===== src/cache_config.svh =====
`ifndef CACHE_CONFIG_SVH
`define CACHE_CONFIG_SVH

// cache geometry
`define CACHE_SETS       4
`define CACHE_LINE_WORDS 4

// bus widths
`define CACHE_ADDR_W     32
`define CACHE_DATA_W     32

`endif


===== src/cache_pkg.sv =====
`include "cache_config.svh"

package cache_pkg;

    // address split: tag | set | word offset | byte lane
    localparam int LANE_W   = $clog2(`CACHE_DATA_W / 8);
    localparam int OFFSET_W = $clog2(`CACHE_LINE_WORDS);
    localparam int SET_W    = $clog2(`CACHE_SETS);
    localparam int TAG_W    = `CACHE_ADDR_W - SET_W - OFFSET_W - LANE_W;

    typedef logic [`CACHE_DATA_W-1:0] word_t;
    typedef logic [`CACHE_ADDR_W-1:0] addr_t;

    typedef logic [TAG_W-1:0]    tag_t;
    typedef logic [SET_W-1:0]    set_t;
    typedef logic [OFFSET_W-1:0] offset_t;
    typedef logic [LANE_W-1:0]   lane_t;

    // one cache line, word 0 at the lowest address
    typedef word_t line_t [`CACHE_LINE_WORDS];

endpackage


===== src/cache_ifs.sv =====
// line fill request between lookup stage and refill engine
interface fill_if;
    import cache_pkg::*;

    logic  fill_req;
    set_t  fill_set;
    tag_t  fill_tag;
    logic  fill_done;
    line_t fill_line;

    modport lookup (
        output fill_req, fill_set, fill_tag,
        input  fill_done, fill_line
    );

    modport refill (
        input  fill_req, fill_set, fill_tag,
        output fill_done, fill_line
    );
endinterface

// lookup stage to format stage, valid/ready
interface lookup_if;
    import cache_pkg::*;

    logic  valid;
    logic  ready;
    word_t word;
    lane_t lane;
    logic  byte_load;
    logic  hit;

    modport source (
        output valid, word, lane, byte_load, hit,
        input  ready
    );

    modport sink (
        input  valid, word, lane, byte_load, hit,
        output ready
    );
endinterface


===== src/cache_lookup.sv =====
`include "cache_config.svh"

module cache_lookup (
    input  logic             clk,
    input  logic             arst_n,
    input  logic             req_valid,
    input  cache_pkg::addr_t req_addr,
    input  logic             req_byte,
    output logic             req_ready,
    fill_if.lookup           fill,
    lookup_if.source         out
);
    import cache_pkg::*;

    typedef enum logic [1:0] {
        ST_IDLE,
        ST_CMP,
        ST_FILL,
        ST_OUT
    } state_t;

    state_t                  state_q;
    logic [`CACHE_SETS-1:0]  valid_q;
    logic                    fill_req_q;
    logic                    missed_q;

    addr_t                   req_addr_q;
    logic                    req_byte_q;
    word_t                   word_q;
    logic                    hit_q;
    tag_t                    tag_q [`CACHE_SETS];
    line_t                   data_q [`CACHE_SETS];

    tag_t                    cur_tag;
    set_t                    cur_set;
    offset_t                 cur_offset;
    logic                    cur_hit;
    logic                    accept;

    assign cur_tag    = req_addr_q[`CACHE_ADDR_W-1 -: TAG_W];
    assign cur_set    = req_addr_q[LANE_W+OFFSET_W +: SET_W];
    assign cur_offset = req_addr_q[LANE_W +: OFFSET_W];
    assign cur_hit    = valid_q[cur_set] && (tag_q[cur_set] == cur_tag);

    // stage empty, or its item leaves this edge
    assign req_ready = (state_q == ST_IDLE) || (out.valid && out.ready);
    assign accept    = req_valid && req_ready;

    assign out.valid     = (state_q == ST_OUT);
    assign out.word      = word_q;
    assign out.lane      = req_addr_q[LANE_W-1:0];
    assign out.byte_load = req_byte_q;
    assign out.hit       = hit_q;

    // set and tag hold with the request while the fill runs
    assign fill.fill_req = fill_req_q;
    assign fill.fill_set = cur_set;
    assign fill.fill_tag = cur_tag;

    always_ff @(posedge clk or negedge arst_n) begin
        if (!arst_n) begin
            state_q    <= ST_IDLE;
            valid_q    <= '0;
            fill_req_q <= 1'b0;
            missed_q   <= 1'b0;
        end else begin
            if (accept) begin
                missed_q <= 1'b0;
            end
            case (state_q)
                ST_IDLE: begin
                    if (accept) begin
                        state_q <= ST_CMP;
                    end
                end
                ST_CMP: begin
                    if (cur_hit) begin
                        state_q <= ST_OUT;
                    end else begin
                        state_q    <= ST_FILL;
                        fill_req_q <= 1'b1;
                        missed_q   <= 1'b1;
                    end
                end
                ST_FILL: begin
                    // line lands now, compare again next cycle
                    if (fill.fill_done) begin
                        fill_req_q       <= 1'b0;
                        valid_q[cur_set] <= 1'b1;
                        state_q          <= ST_CMP;
                    end
                end
                default: begin
                    if (out.ready) begin
                        state_q <= accept ? ST_CMP : ST_IDLE;
                    end
                end
            endcase
        end
    end

    always_ff @(posedge clk) begin
        if (accept) begin
            req_addr_q <= req_addr;
            req_byte_q <= req_byte;
        end
        if (state_q == ST_CMP) begin
            word_q <= data_q[cur_set][cur_offset];
            hit_q  <= ~missed_q;
        end
        if (state_q == ST_FILL && fill.fill_done) begin
            tag_q[cur_set]  <= cur_tag;
            data_q[cur_set] <= fill.fill_line;
        end
    end

    a_no_fill_while_valid: assert property (@(posedge clk) disable iff (!arst_n)
        fill.fill_req |-> !out.valid);

    // a line just refilled is always reported as a miss
    a_hit_not_after_fill: assert property (@(posedge clk) disable iff (!arst_n)
        out.valid && out.hit |-> !fill.fill_req && !$past(fill.fill_req, 2));

endmodule


===== src/line_refill.sv =====
module line_refill (
    input  logic             clk,
    input  logic             arst_n,
    input  logic             ar_ready,
    input  logic             r_valid,
    input  cache_pkg::word_t r_data,
    output cache_pkg::addr_t ar_addr,
    output logic             ar_valid,
    output logic             r_ready,
    fill_if.refill           fill
);
    import cache_pkg::*;

    typedef enum logic [1:0] {
        RF_IDLE,
        RF_AR,
        RF_R,
        RF_DONE
    } rf_state_t;

    rf_state_t state_q;
    offset_t   cnt_q;
    line_t     buf_q;

    // word address walks up from the line base
    assign ar_addr  = {fill.fill_tag, fill.fill_set, cnt_q, {LANE_W{1'b0}}};
    assign ar_valid = (state_q == RF_AR);
    assign r_ready  = (state_q == RF_R);

    assign fill.fill_done = (state_q == RF_DONE);
    assign fill.fill_line = buf_q;

    always_ff @(posedge clk or negedge arst_n) begin
        if (!arst_n) begin
            state_q <= RF_IDLE;
            cnt_q   <= '0;
        end else begin
            case (state_q)
                RF_IDLE: begin
                    if (fill.fill_req) begin
                        cnt_q   <= '0;
                        state_q <= RF_AR;
                    end
                end
                RF_AR: begin
                    if (ar_ready) begin
                        state_q <= RF_R;
                    end
                end
                RF_R: begin
                    // one read outstanding at a time
                    if (r_valid) begin
                        if (cnt_q == '1) begin
                            state_q <= RF_DONE;
                        end else begin
                            cnt_q   <= cnt_q + 1'b1;
                            state_q <= RF_AR;
                        end
                    end
                end
                default: begin
                    state_q <= RF_IDLE;
                end
            endcase
        end
    end

    always_ff @(posedge clk) begin
        if (state_q == RF_R && r_valid) begin
            buf_q[cnt_q] <= r_data;
        end
    end

    a_ar_stable: assert property (@(posedge clk) disable iff (!arst_n)
        ar_valid && !ar_ready |=> ar_valid && $stable(ar_addr));

    a_done_needs_req: assert property (@(posedge clk) disable iff (!arst_n)
        fill.fill_done |-> fill.fill_req);

endmodule


===== src/load_cache_top.sv =====
module load_cache_top (
    input  logic             clk,
    input  logic             arst_n,
    input  logic             req_valid,
    input  cache_pkg::addr_t req_addr,
    input  logic             req_byte,
    output logic             req_ready,
    output logic             rsp_valid,
    output cache_pkg::word_t rsp_data,
    output logic             rsp_hit,
    input  logic             rsp_ready,
    output cache_pkg::addr_t ar_addr,
    output logic             ar_valid,
    input  logic             ar_ready,
    input  cache_pkg::word_t r_data,
    input  logic             r_valid,
    output logic             r_ready
);

    fill_if   fill0 ();
    lookup_if look0 ();

    cache_lookup u_lookup (
        .clk       (clk),
        .arst_n    (arst_n),
        .req_valid (req_valid),
        .req_addr  (req_addr),
        .req_byte  (req_byte),
        .req_ready (req_ready),
        .fill      (fill0.lookup),
        .out       (look0.source)
    );

    // refill engine hangs off the lookup stage
    line_refill u_refill (
        .clk      (clk),
        .arst_n   (arst_n),
        .ar_ready (ar_ready),
        .r_valid  (r_valid),
        .r_data   (r_data),
        .ar_addr  (ar_addr),
        .ar_valid (ar_valid),
        .r_ready  (r_ready),
        .fill     (fill0.refill)
    );

    load_format u_format (
        .clk       (clk),
        .arst_n    (arst_n),
        .rsp_ready (rsp_ready),
        .in        (look0.sink),
        .rsp_valid (rsp_valid),
        .rsp_data  (rsp_data),
        .rsp_hit   (rsp_hit)
    );

endmodule


===== src/load_format.sv =====
module load_format (
    input  logic             clk,
    input  logic             arst_n,
    input  logic             rsp_ready,
    lookup_if.sink           in,
    output logic             rsp_valid,
    output cache_pkg::word_t rsp_data,
    output logic             rsp_hit
);
    import cache_pkg::*;

    word_t result;
    logic  take;

    // byte loads return the addressed lane zero-extended
    always_comb begin
        if (in.byte_load) begin
            result = word_t'(in.word[{in.lane, 3'b000} +: 8]);
        end else begin
            result = in.word;
        end
    end

    assign in.ready = !rsp_valid || rsp_ready;
    assign take     = in.valid && in.ready;

    always_ff @(posedge clk or negedge arst_n) begin
        if (!arst_n) begin
            rsp_valid <= 1'b0;
        end else if (take) begin
            rsp_valid <= 1'b1;
        end else if (rsp_ready) begin
            rsp_valid <= 1'b0;
        end
    end

    always_ff @(posedge clk) begin
        if (take) begin
            rsp_data <= result;
            rsp_hit  <= in.hit;
        end
    end

    a_rsp_hold: assert property (@(posedge clk) disable iff (!arst_n)
        rsp_valid && !rsp_ready |=> rsp_valid && $stable(rsp_data));

endmodule


===== config.mk =====
export PLATFORM = sky130hd
export DESIGN_NAME = load_cache_top
export DESIGN_NICKNAME = d
export VERILOG_FILES = /design/src/cache_pkg.sv /design/src/cache_ifs.sv /design/src/cache_lookup.sv /design/src/line_refill.sv /design/src/load_cache_top.sv /design/src/load_format.sv
export VERILOG_INCLUDE_DIRS = /design/src
export SDC_FILE = /design/constraint.sdc
export NUM_CORES = 1
export LEC_CHECK = 0
export ABC_AREA = 1
export BUFFER_PORTS_ARGS = -buffer_cell sky130_fd_sc_hd__buf_2
export CAP_MARGIN = 20
export CORE_MARGIN = 3
export CORE_UTILIZATION = 40
export CTS_CLUSTER_SIZE = 28
export DETAILED_ROUTE_END_ITERATION = 8
export PLACE_DENSITY_LB_ADDON = 0.05
export SLEW_MARGIN = 20
export SYNTH_ARGS = -nofsm -noshare
export SYNTH_HDL_FRONTEND = slang
export SYNTH_HIERARCHICAL = 1
export SYNTH_SLANG_ARGS = --single-unit

===== constraint.sdc =====
create_clock -name clk -period 17.3 [get_ports clk]
set_input_delay 0.865 -clock clk [delete_from_list [all_inputs] [get_ports clk]]
set_output_delay 0.865 -clock clk [all_outputs]
set_load 0.02 [all_outputs]

==> results of run 1 <==
==> sequential cells by signal, indices dropped and copies added, names as in the netlist, 2 cells and up, named ones only <==
signal and flops:
u_lookup/data_q 512, u_refill/fill.fill_line 128, u_lookup/tag_q 104, u_format/rsp_data 32
u_lookup/out.word 32, u_lookup/req_addr_q 32, u_lookup/valid_q 4, u_lookup/state_q 2
u_refill/cnt_q 2, u_refill/state_q 2
==> how the worst max path moves through the flow <==
stage               slack (ns)                endpoint                start  cells after the start
detailed placement       12.72  u_lookup/data_q[1][64]  u_lookup/state_q[0]                      7
global route             12.52  u_lookup/data_q[1][64]  u_lookup/state_q[0]                      7
finish                   12.82  u_lookup/data_q[1][31]  u_lookup/state_q[0]                      7
CTS                      12.68   u_lookup/data_q[1][0]  u_lookup/state_q[0]                      7
floorplan                 5.01     u_lookup/valid_q[3]  u_lookup/state_q[0]                      5
global placement         12.75   u_lookup/data_q[1][0]  u_lookup/state_q[0]                      7
==> logic make-up (layout without fill, tap and decap cells) <==
kind of cell | Yosys count | after routing | synth area share
and+or+nand+nor | 744 | 744 | 0.0923
AOI/OAI and AO/OA | 426 | 426 | 0.0801
DFF | 858 | 858 | 0.783
other | 1 | 6 | 0.000114
xor gates and xnor gates | 2 | 2 | 0.000534
buffers and inverters | 262 | 409 | 0.0409
adders and majority gates | 9 | 9 | 0.00343
==> metal layers <==
layer	vias up	global-route usage
met3	153	0.0366
met4	6	0.0615
met5	-	0
li1	8594	-
met2	438	0.305
met1	9259	0.250
==> metrics by stage <==
stage                util  setup WS, ns
detailed placement  0.421         12.72
global route        0.459         12.52
floorplan               -          5.01
CTS                 0.459         12.68
finish              0.459         12.82
global placement    0.421         12.75
==> worst register-to-register path, delay by kind of cell (launching register included) <==
| family | cells | cell delay, ns |
|---|---|---|
| and+or+nand+nor | 2 | 1.06 |
| DFF | 1 | 0.43 |
| buffers and inverters | 4 | 2.39 |
| adders and majority gates | 1 | 0.19 |
==> cell type report <==
| cell class | instances | area, µm² |
|---|---|---|
| Sequential cell | 858 | 25700 |
| Inverter | 74 | 288 |
| Fill cell | 7174 | 43800 |
| Clock buffer | 122 | 2500 |
| Clock inverter | 47 | 520 |
| Timing Repair Buffer | 166 | 961 |
| Tap cell | 1060 | 1330 |
| Antenna cell | 4 | 10.0 |
| Multi-Input combinational cell | 1183 | 5860 |
==> report_power, final <==
part | switching [mW] | internal [mW] | total (mW)
sequential | 0.136 | 2.49 | 2.62
combinational | 0.918 | 0.346 | 1.26
clock | 0.780 | 1.18 | 1.96
total | 1.83 | 4.01 | 5.85
==> cell usage in the layout, fill, tap and decap left out, types with 7 or more instances in the layout <==
cell type | synthesis | layout
buf_2 | 19 | 137
buf_4 | 75 | 24
bufinv_16 | 0 | 11
clkbuf_1 | 85 | 26
clkbuf_16 | 0 | 96
clkinv_1 | 0 | 17
clkinv_2 | 0 | 12
dfrtp_1 | 13 | 13
edfxtp_1 | 843 | 843
ha_1 | 9 | 8
inv_1 | 69 | 68
nand2_1 | 295 | 295
nand3_1 | 124 | 124
nand3b_1 | 9 | 9
nor2_1 | 301 | 295
nor2_4 | 1 | 7
o211ai_1 | 29 | 29
o21ai_0 | 249 | 249
o21ai_1 | 15 | 15
o221ai_1 | 100 | 100
o22ai_1 | 29 | 29
==> out/metrics.yaml, run 1 <==
status: "finished clean"
rows: 104
synth_common_cells: "edfxtp_1, nor2_1, nand2_1"
p_per_area_mw_per_mm2: 157
rrSetupSlack_ns: 12.82
crit_type: "register to register"
synth_top_area_cell: "edfxtp_1"
timing.hold.ws_ns: 0.128
ys.flop_type: "edfxtp_1"
grt_util_all_layers: 0.186
tightest_slew_ns: 1.11
setup_viol: 0
rsz0062_at_grt: "false"
design_area_mm2: 0.0372
syn_area_mm2: 0.0328
synth.most_common_cell: "edfxtp_1"
end_kind: "register"
reg2reg_depth: 7
ys_seq_area_frac: 0.783
synth_top_cell_area_share: 0.772
drt_iter0_drc: 1400
routedWlPerCell_um: 22.6
grt_antenna_before_repair: 11
cts.htree.levels: 3
gp_congestion: 0.727
maxSlewHeadroom: 0.257
synth_edf_count: 843
num_vias: 18500
place_area_mm2: 0.0341
maxCapViolations: 0
fin_tns_setup_ns: 0
yosysUniqueCellTypes: 31
cp_slowest_stage_delay_ns: 0.84
cts_tree: "built"
cts-root-buf: "clkbuf_16"
core-area_mm2: 0.0809
async_flop_share: 0.0152
first_global_vias: 18900
leakage_nw: 12.6
syn_inst: 2302
routed.top_layer: "met5"
nets: 2456
clk_path_buf_depth: 3
finalWirelength_um: 79400
ios: 140
vias_per_cell: 5.25
hp-class: "input port to asynchronous set/reset pin"
postRouteAntennaNets: 0
power_mw: 5.85
met2_wirelength_um: 37500
drcViolationCount: 0
holdBufCountCts: 0
finalCritPeriodShare: 0.259
die_y_um: 292
clk_latency_ns: 0.63
met3_length_um: 4240
crit_buf_inv: 4
crit_fanout: 46
area_growth_pct: 13.2
cpMaxStageDelayCell: "nor2_4"
met1_length_um: 35300
fin_cells: 3514
peakVddDrop_v: 0.000125
post-route-min-period_ns: 4.48
dpl.hpwl_um: 39700
fmax_ghz: 0.223
ys_seq_elements: 858
yosys-top-cells-area: "edfxtp_1, o21ai_0, nor2_1"
critPathArrivalTime_ns: 4.74
io_buffers: 137
dp.cells: 3340
required_ns: 17.55
grt_overflow_total: 0
report.final.slew_viol_count: 0
finalHoldViolations: 0
chipWidth_um: 292
yosys_warnings: 6
cp_common_cell: "buf_4"
drive_above_1_share: 0.131
crit_family: "buffers and inverters"
ctsResizeCount: 0
rr_endpoint: "u_lookup/data_q[1][31]"
postCtsSetupBuffers: 0
start_util: 0.405
syn_area_per_cell_um2: 14.3
grt_max_degree: 213
cts_inserted_buffers: 93
firstDrtPassIters: 5
reg2reg_from: "u_lookup/state_q[0]"
cp-start-kind: "register"
clk_pin_slew_ns: 0.06
die_area_mm2: 0.0855
skew_ns: 0.0193
grt_pass1_wl_um: 119000
cts_sinks: 858
crit_chain: "inv_1, ha_1, nand2_1, nor2_4, buf_4, buf_4, buf_4"
No activity file was read; power rests on OpenSTA's default activity.
==> run 2: changes to the inputs <==
==> constraint.sdc (replaced) <==
create_clock -name clk -period 3.9 [get_ports clk]
set_input_delay 0.195 -clock clk [delete_from_list [all_inputs] [get_ports clk]]
set_output_delay 0.195 -clock clk [all_outputs]
set_load 0.02 [all_outputs]
==> out/metrics.yaml, run 2 (same netlist as run 1, synthesis figures left out) <==
status: "finished clean"
maxCapViolations: 0
ctsResizeCount: 0
io_buffers: 137
num_vias: 18800
start_util: 0.405
postCtsSetupBuffers: 0
grt_overflow_total: 0
rows: 104
cts-root-buf: "clkbuf_16"
chipWidth_um: 292
clk_pin_slew_ns: 0.05
post-route-min-period_ns: 2.58
reg2reg_depth: 15
pwr-share-seq: 0.451
final_common_cell: "edfxtp_1"
peakVddDrop_v: 0.000528
report.final.slew_viol_count: 0
clk_latency_ns: 0.63
dp.cells: 3356
core-area_mm2: 0.0809
fin_cells: 3594
grt_antenna_before_repair: 5
die_y_um: 292
place_area_mm2: 0.0344
clk_path_buf_depth: 3
combinationalPowerShare: 0.234
nets: 2545
cts_inserted_buffers: 94
cp-start-kind: "register"
p_per_area_mw_per_mm2: 675
crit_type: "register to register"
met2_wirelength_um: 37800
dp_slack_ns: 1.29
skew_ns: 0.0174
met3_length_um: 3250
p_int_mw: 17.4
gp_congestion: 0.756
endpoint: "u_lookup/fill.fill_req"
setup_ws_ns: 1.32
grt_util_all_layers: 0.188
postRouteAntennaNets: 0
tightest_slew_ns: 1.08
drcViolationCount: 0
fmax_ghz: 0.388
die_area_mm2: 0.0855
cts_sinks: 858
rrSetupSlack_ns: 1.32
holdPathStages: 2
rr_endpoint: "u_lookup/fill.fill_req"
drive_above_1_share: 0.129
clockPowerShare: 0.316
layout_common_cells: "edfxtp_1, nor2_1, nand2_1, o21ai_0, buf_2"
finalCritPeriodShare: 0.661
num-fill-cells: 7088
first_global_vias: 18800
firstDrtPassIters: 5
maxSlewHeadroom: 0.282
drt_iter0_drc: 1244
timing.hold.ws_ns: 0.282
holdBufCountCts: 72
area_growth_pct: 15.5
routed.top_layer: "met5"
ios: 140
critPathArrivalTime_ns: 3.14
leakage_nw: 12.9
seq_area_mm2: 0.0257
grt_max_degree: 205
fin_tns_setup_ns: 0
end_kind: "register"
cts.htree.levels: 3
vias_per_cell: 5.23
design_area_mm2: 0.0379
required_ns: 4.46
p_sw_frac: 0.318
finalHoldViolations: 0
hp-class: "input port to register"
multi_input_area_mm2: 0.00588
largest_reg_flops: 512
rsz0062_at_grt: "false"
p_sw_mw: 8.13
regMostFlops: "u_lookup/data_q"
cts_tree: "built"
setup_viol: 0
finalWirelength_um: 80600
dpl.hpwl_um: 42500
routedWlPerCell_um: 22.4
grt_pass1_wl_um: 121000
crit_fanout: 156
met1_length_um: 37900
## run 2: worst max-delay path: stages, from the launching register on
cell     delay (ns)
dfxtp_4        0.41
inv_8          0.68
nand2_1        0.12
nand3_1        0.13
nand2_1        0.07
nand2_1        0.05
nand2_1        0.05
inv_1          0.04
nand2_1        0.04
nor2_1         0.12
nand2_1        0.14
nor2_1         0.15
nand3_1        0.20
nand3_1        0.15
nand2_1        0.06
nand2_1        0.06
## run 2: worst min path at each step
stage | end | from | slack, ns
5_1_grt | u_lookup/req_addr_q[8] | req_addr[8] | 0.24
3_5_place_dp | u_refill/state_q[1] | arst_n | 0.13
6_report | u_lookup/req_addr_q[8] | req_addr[8] | 0.28
2_1_floorplan | u_format/rsp_valid | arst_n | -0.10
3_3_place_gp | u_refill/state_q[1] | arst_n | 0.12
4_1_cts | u_lookup/req_addr_q[8] | req_addr[8] | 0.24
## run 2: cell type report
cell class,count,share of cell area
sequential,858,0.678
multi-input combinational,1183,0.155
clock buffer,125,0.0657
timing repair buffer,254,0.0509
tap,1060,0.0350
inverter,74,0.00760
clock inverter,38,0.00727
antenna,2,0.000132
## run 2: stage by stage
step | utilization | total power [mW]
final | 0.468 | 25.6
after CTS | 0.468 | 25.9
after detailed placement | 0.425 | 17.7
after global routing | 0.468 | 27.0
after global placement | 0.425 | 17.6
after floorplan | - | 15.7
## run 2: metal layers
layer | vias to the layer above | track usage
met5 | - | 0
met4 | 6 | 0.0437
met3 | 116 | 0.0296
met2 | 383 | 0.304
met1 | 9521 | 0.271
li1 | 8774 | -
## run 2: power groups by stage
stage          sequential (mW)  clock (mW)  combinational [mW]
2_1_floorplan             11.6           0                4.05
3_3_place_gp              11.7           0                5.88
3_5_place_dp              11.7           0                5.96
4_1_cts                   11.5        8.32                6.04
5_1_grt                   11.6        8.72                6.67
6_report                  11.5        8.07                5.97
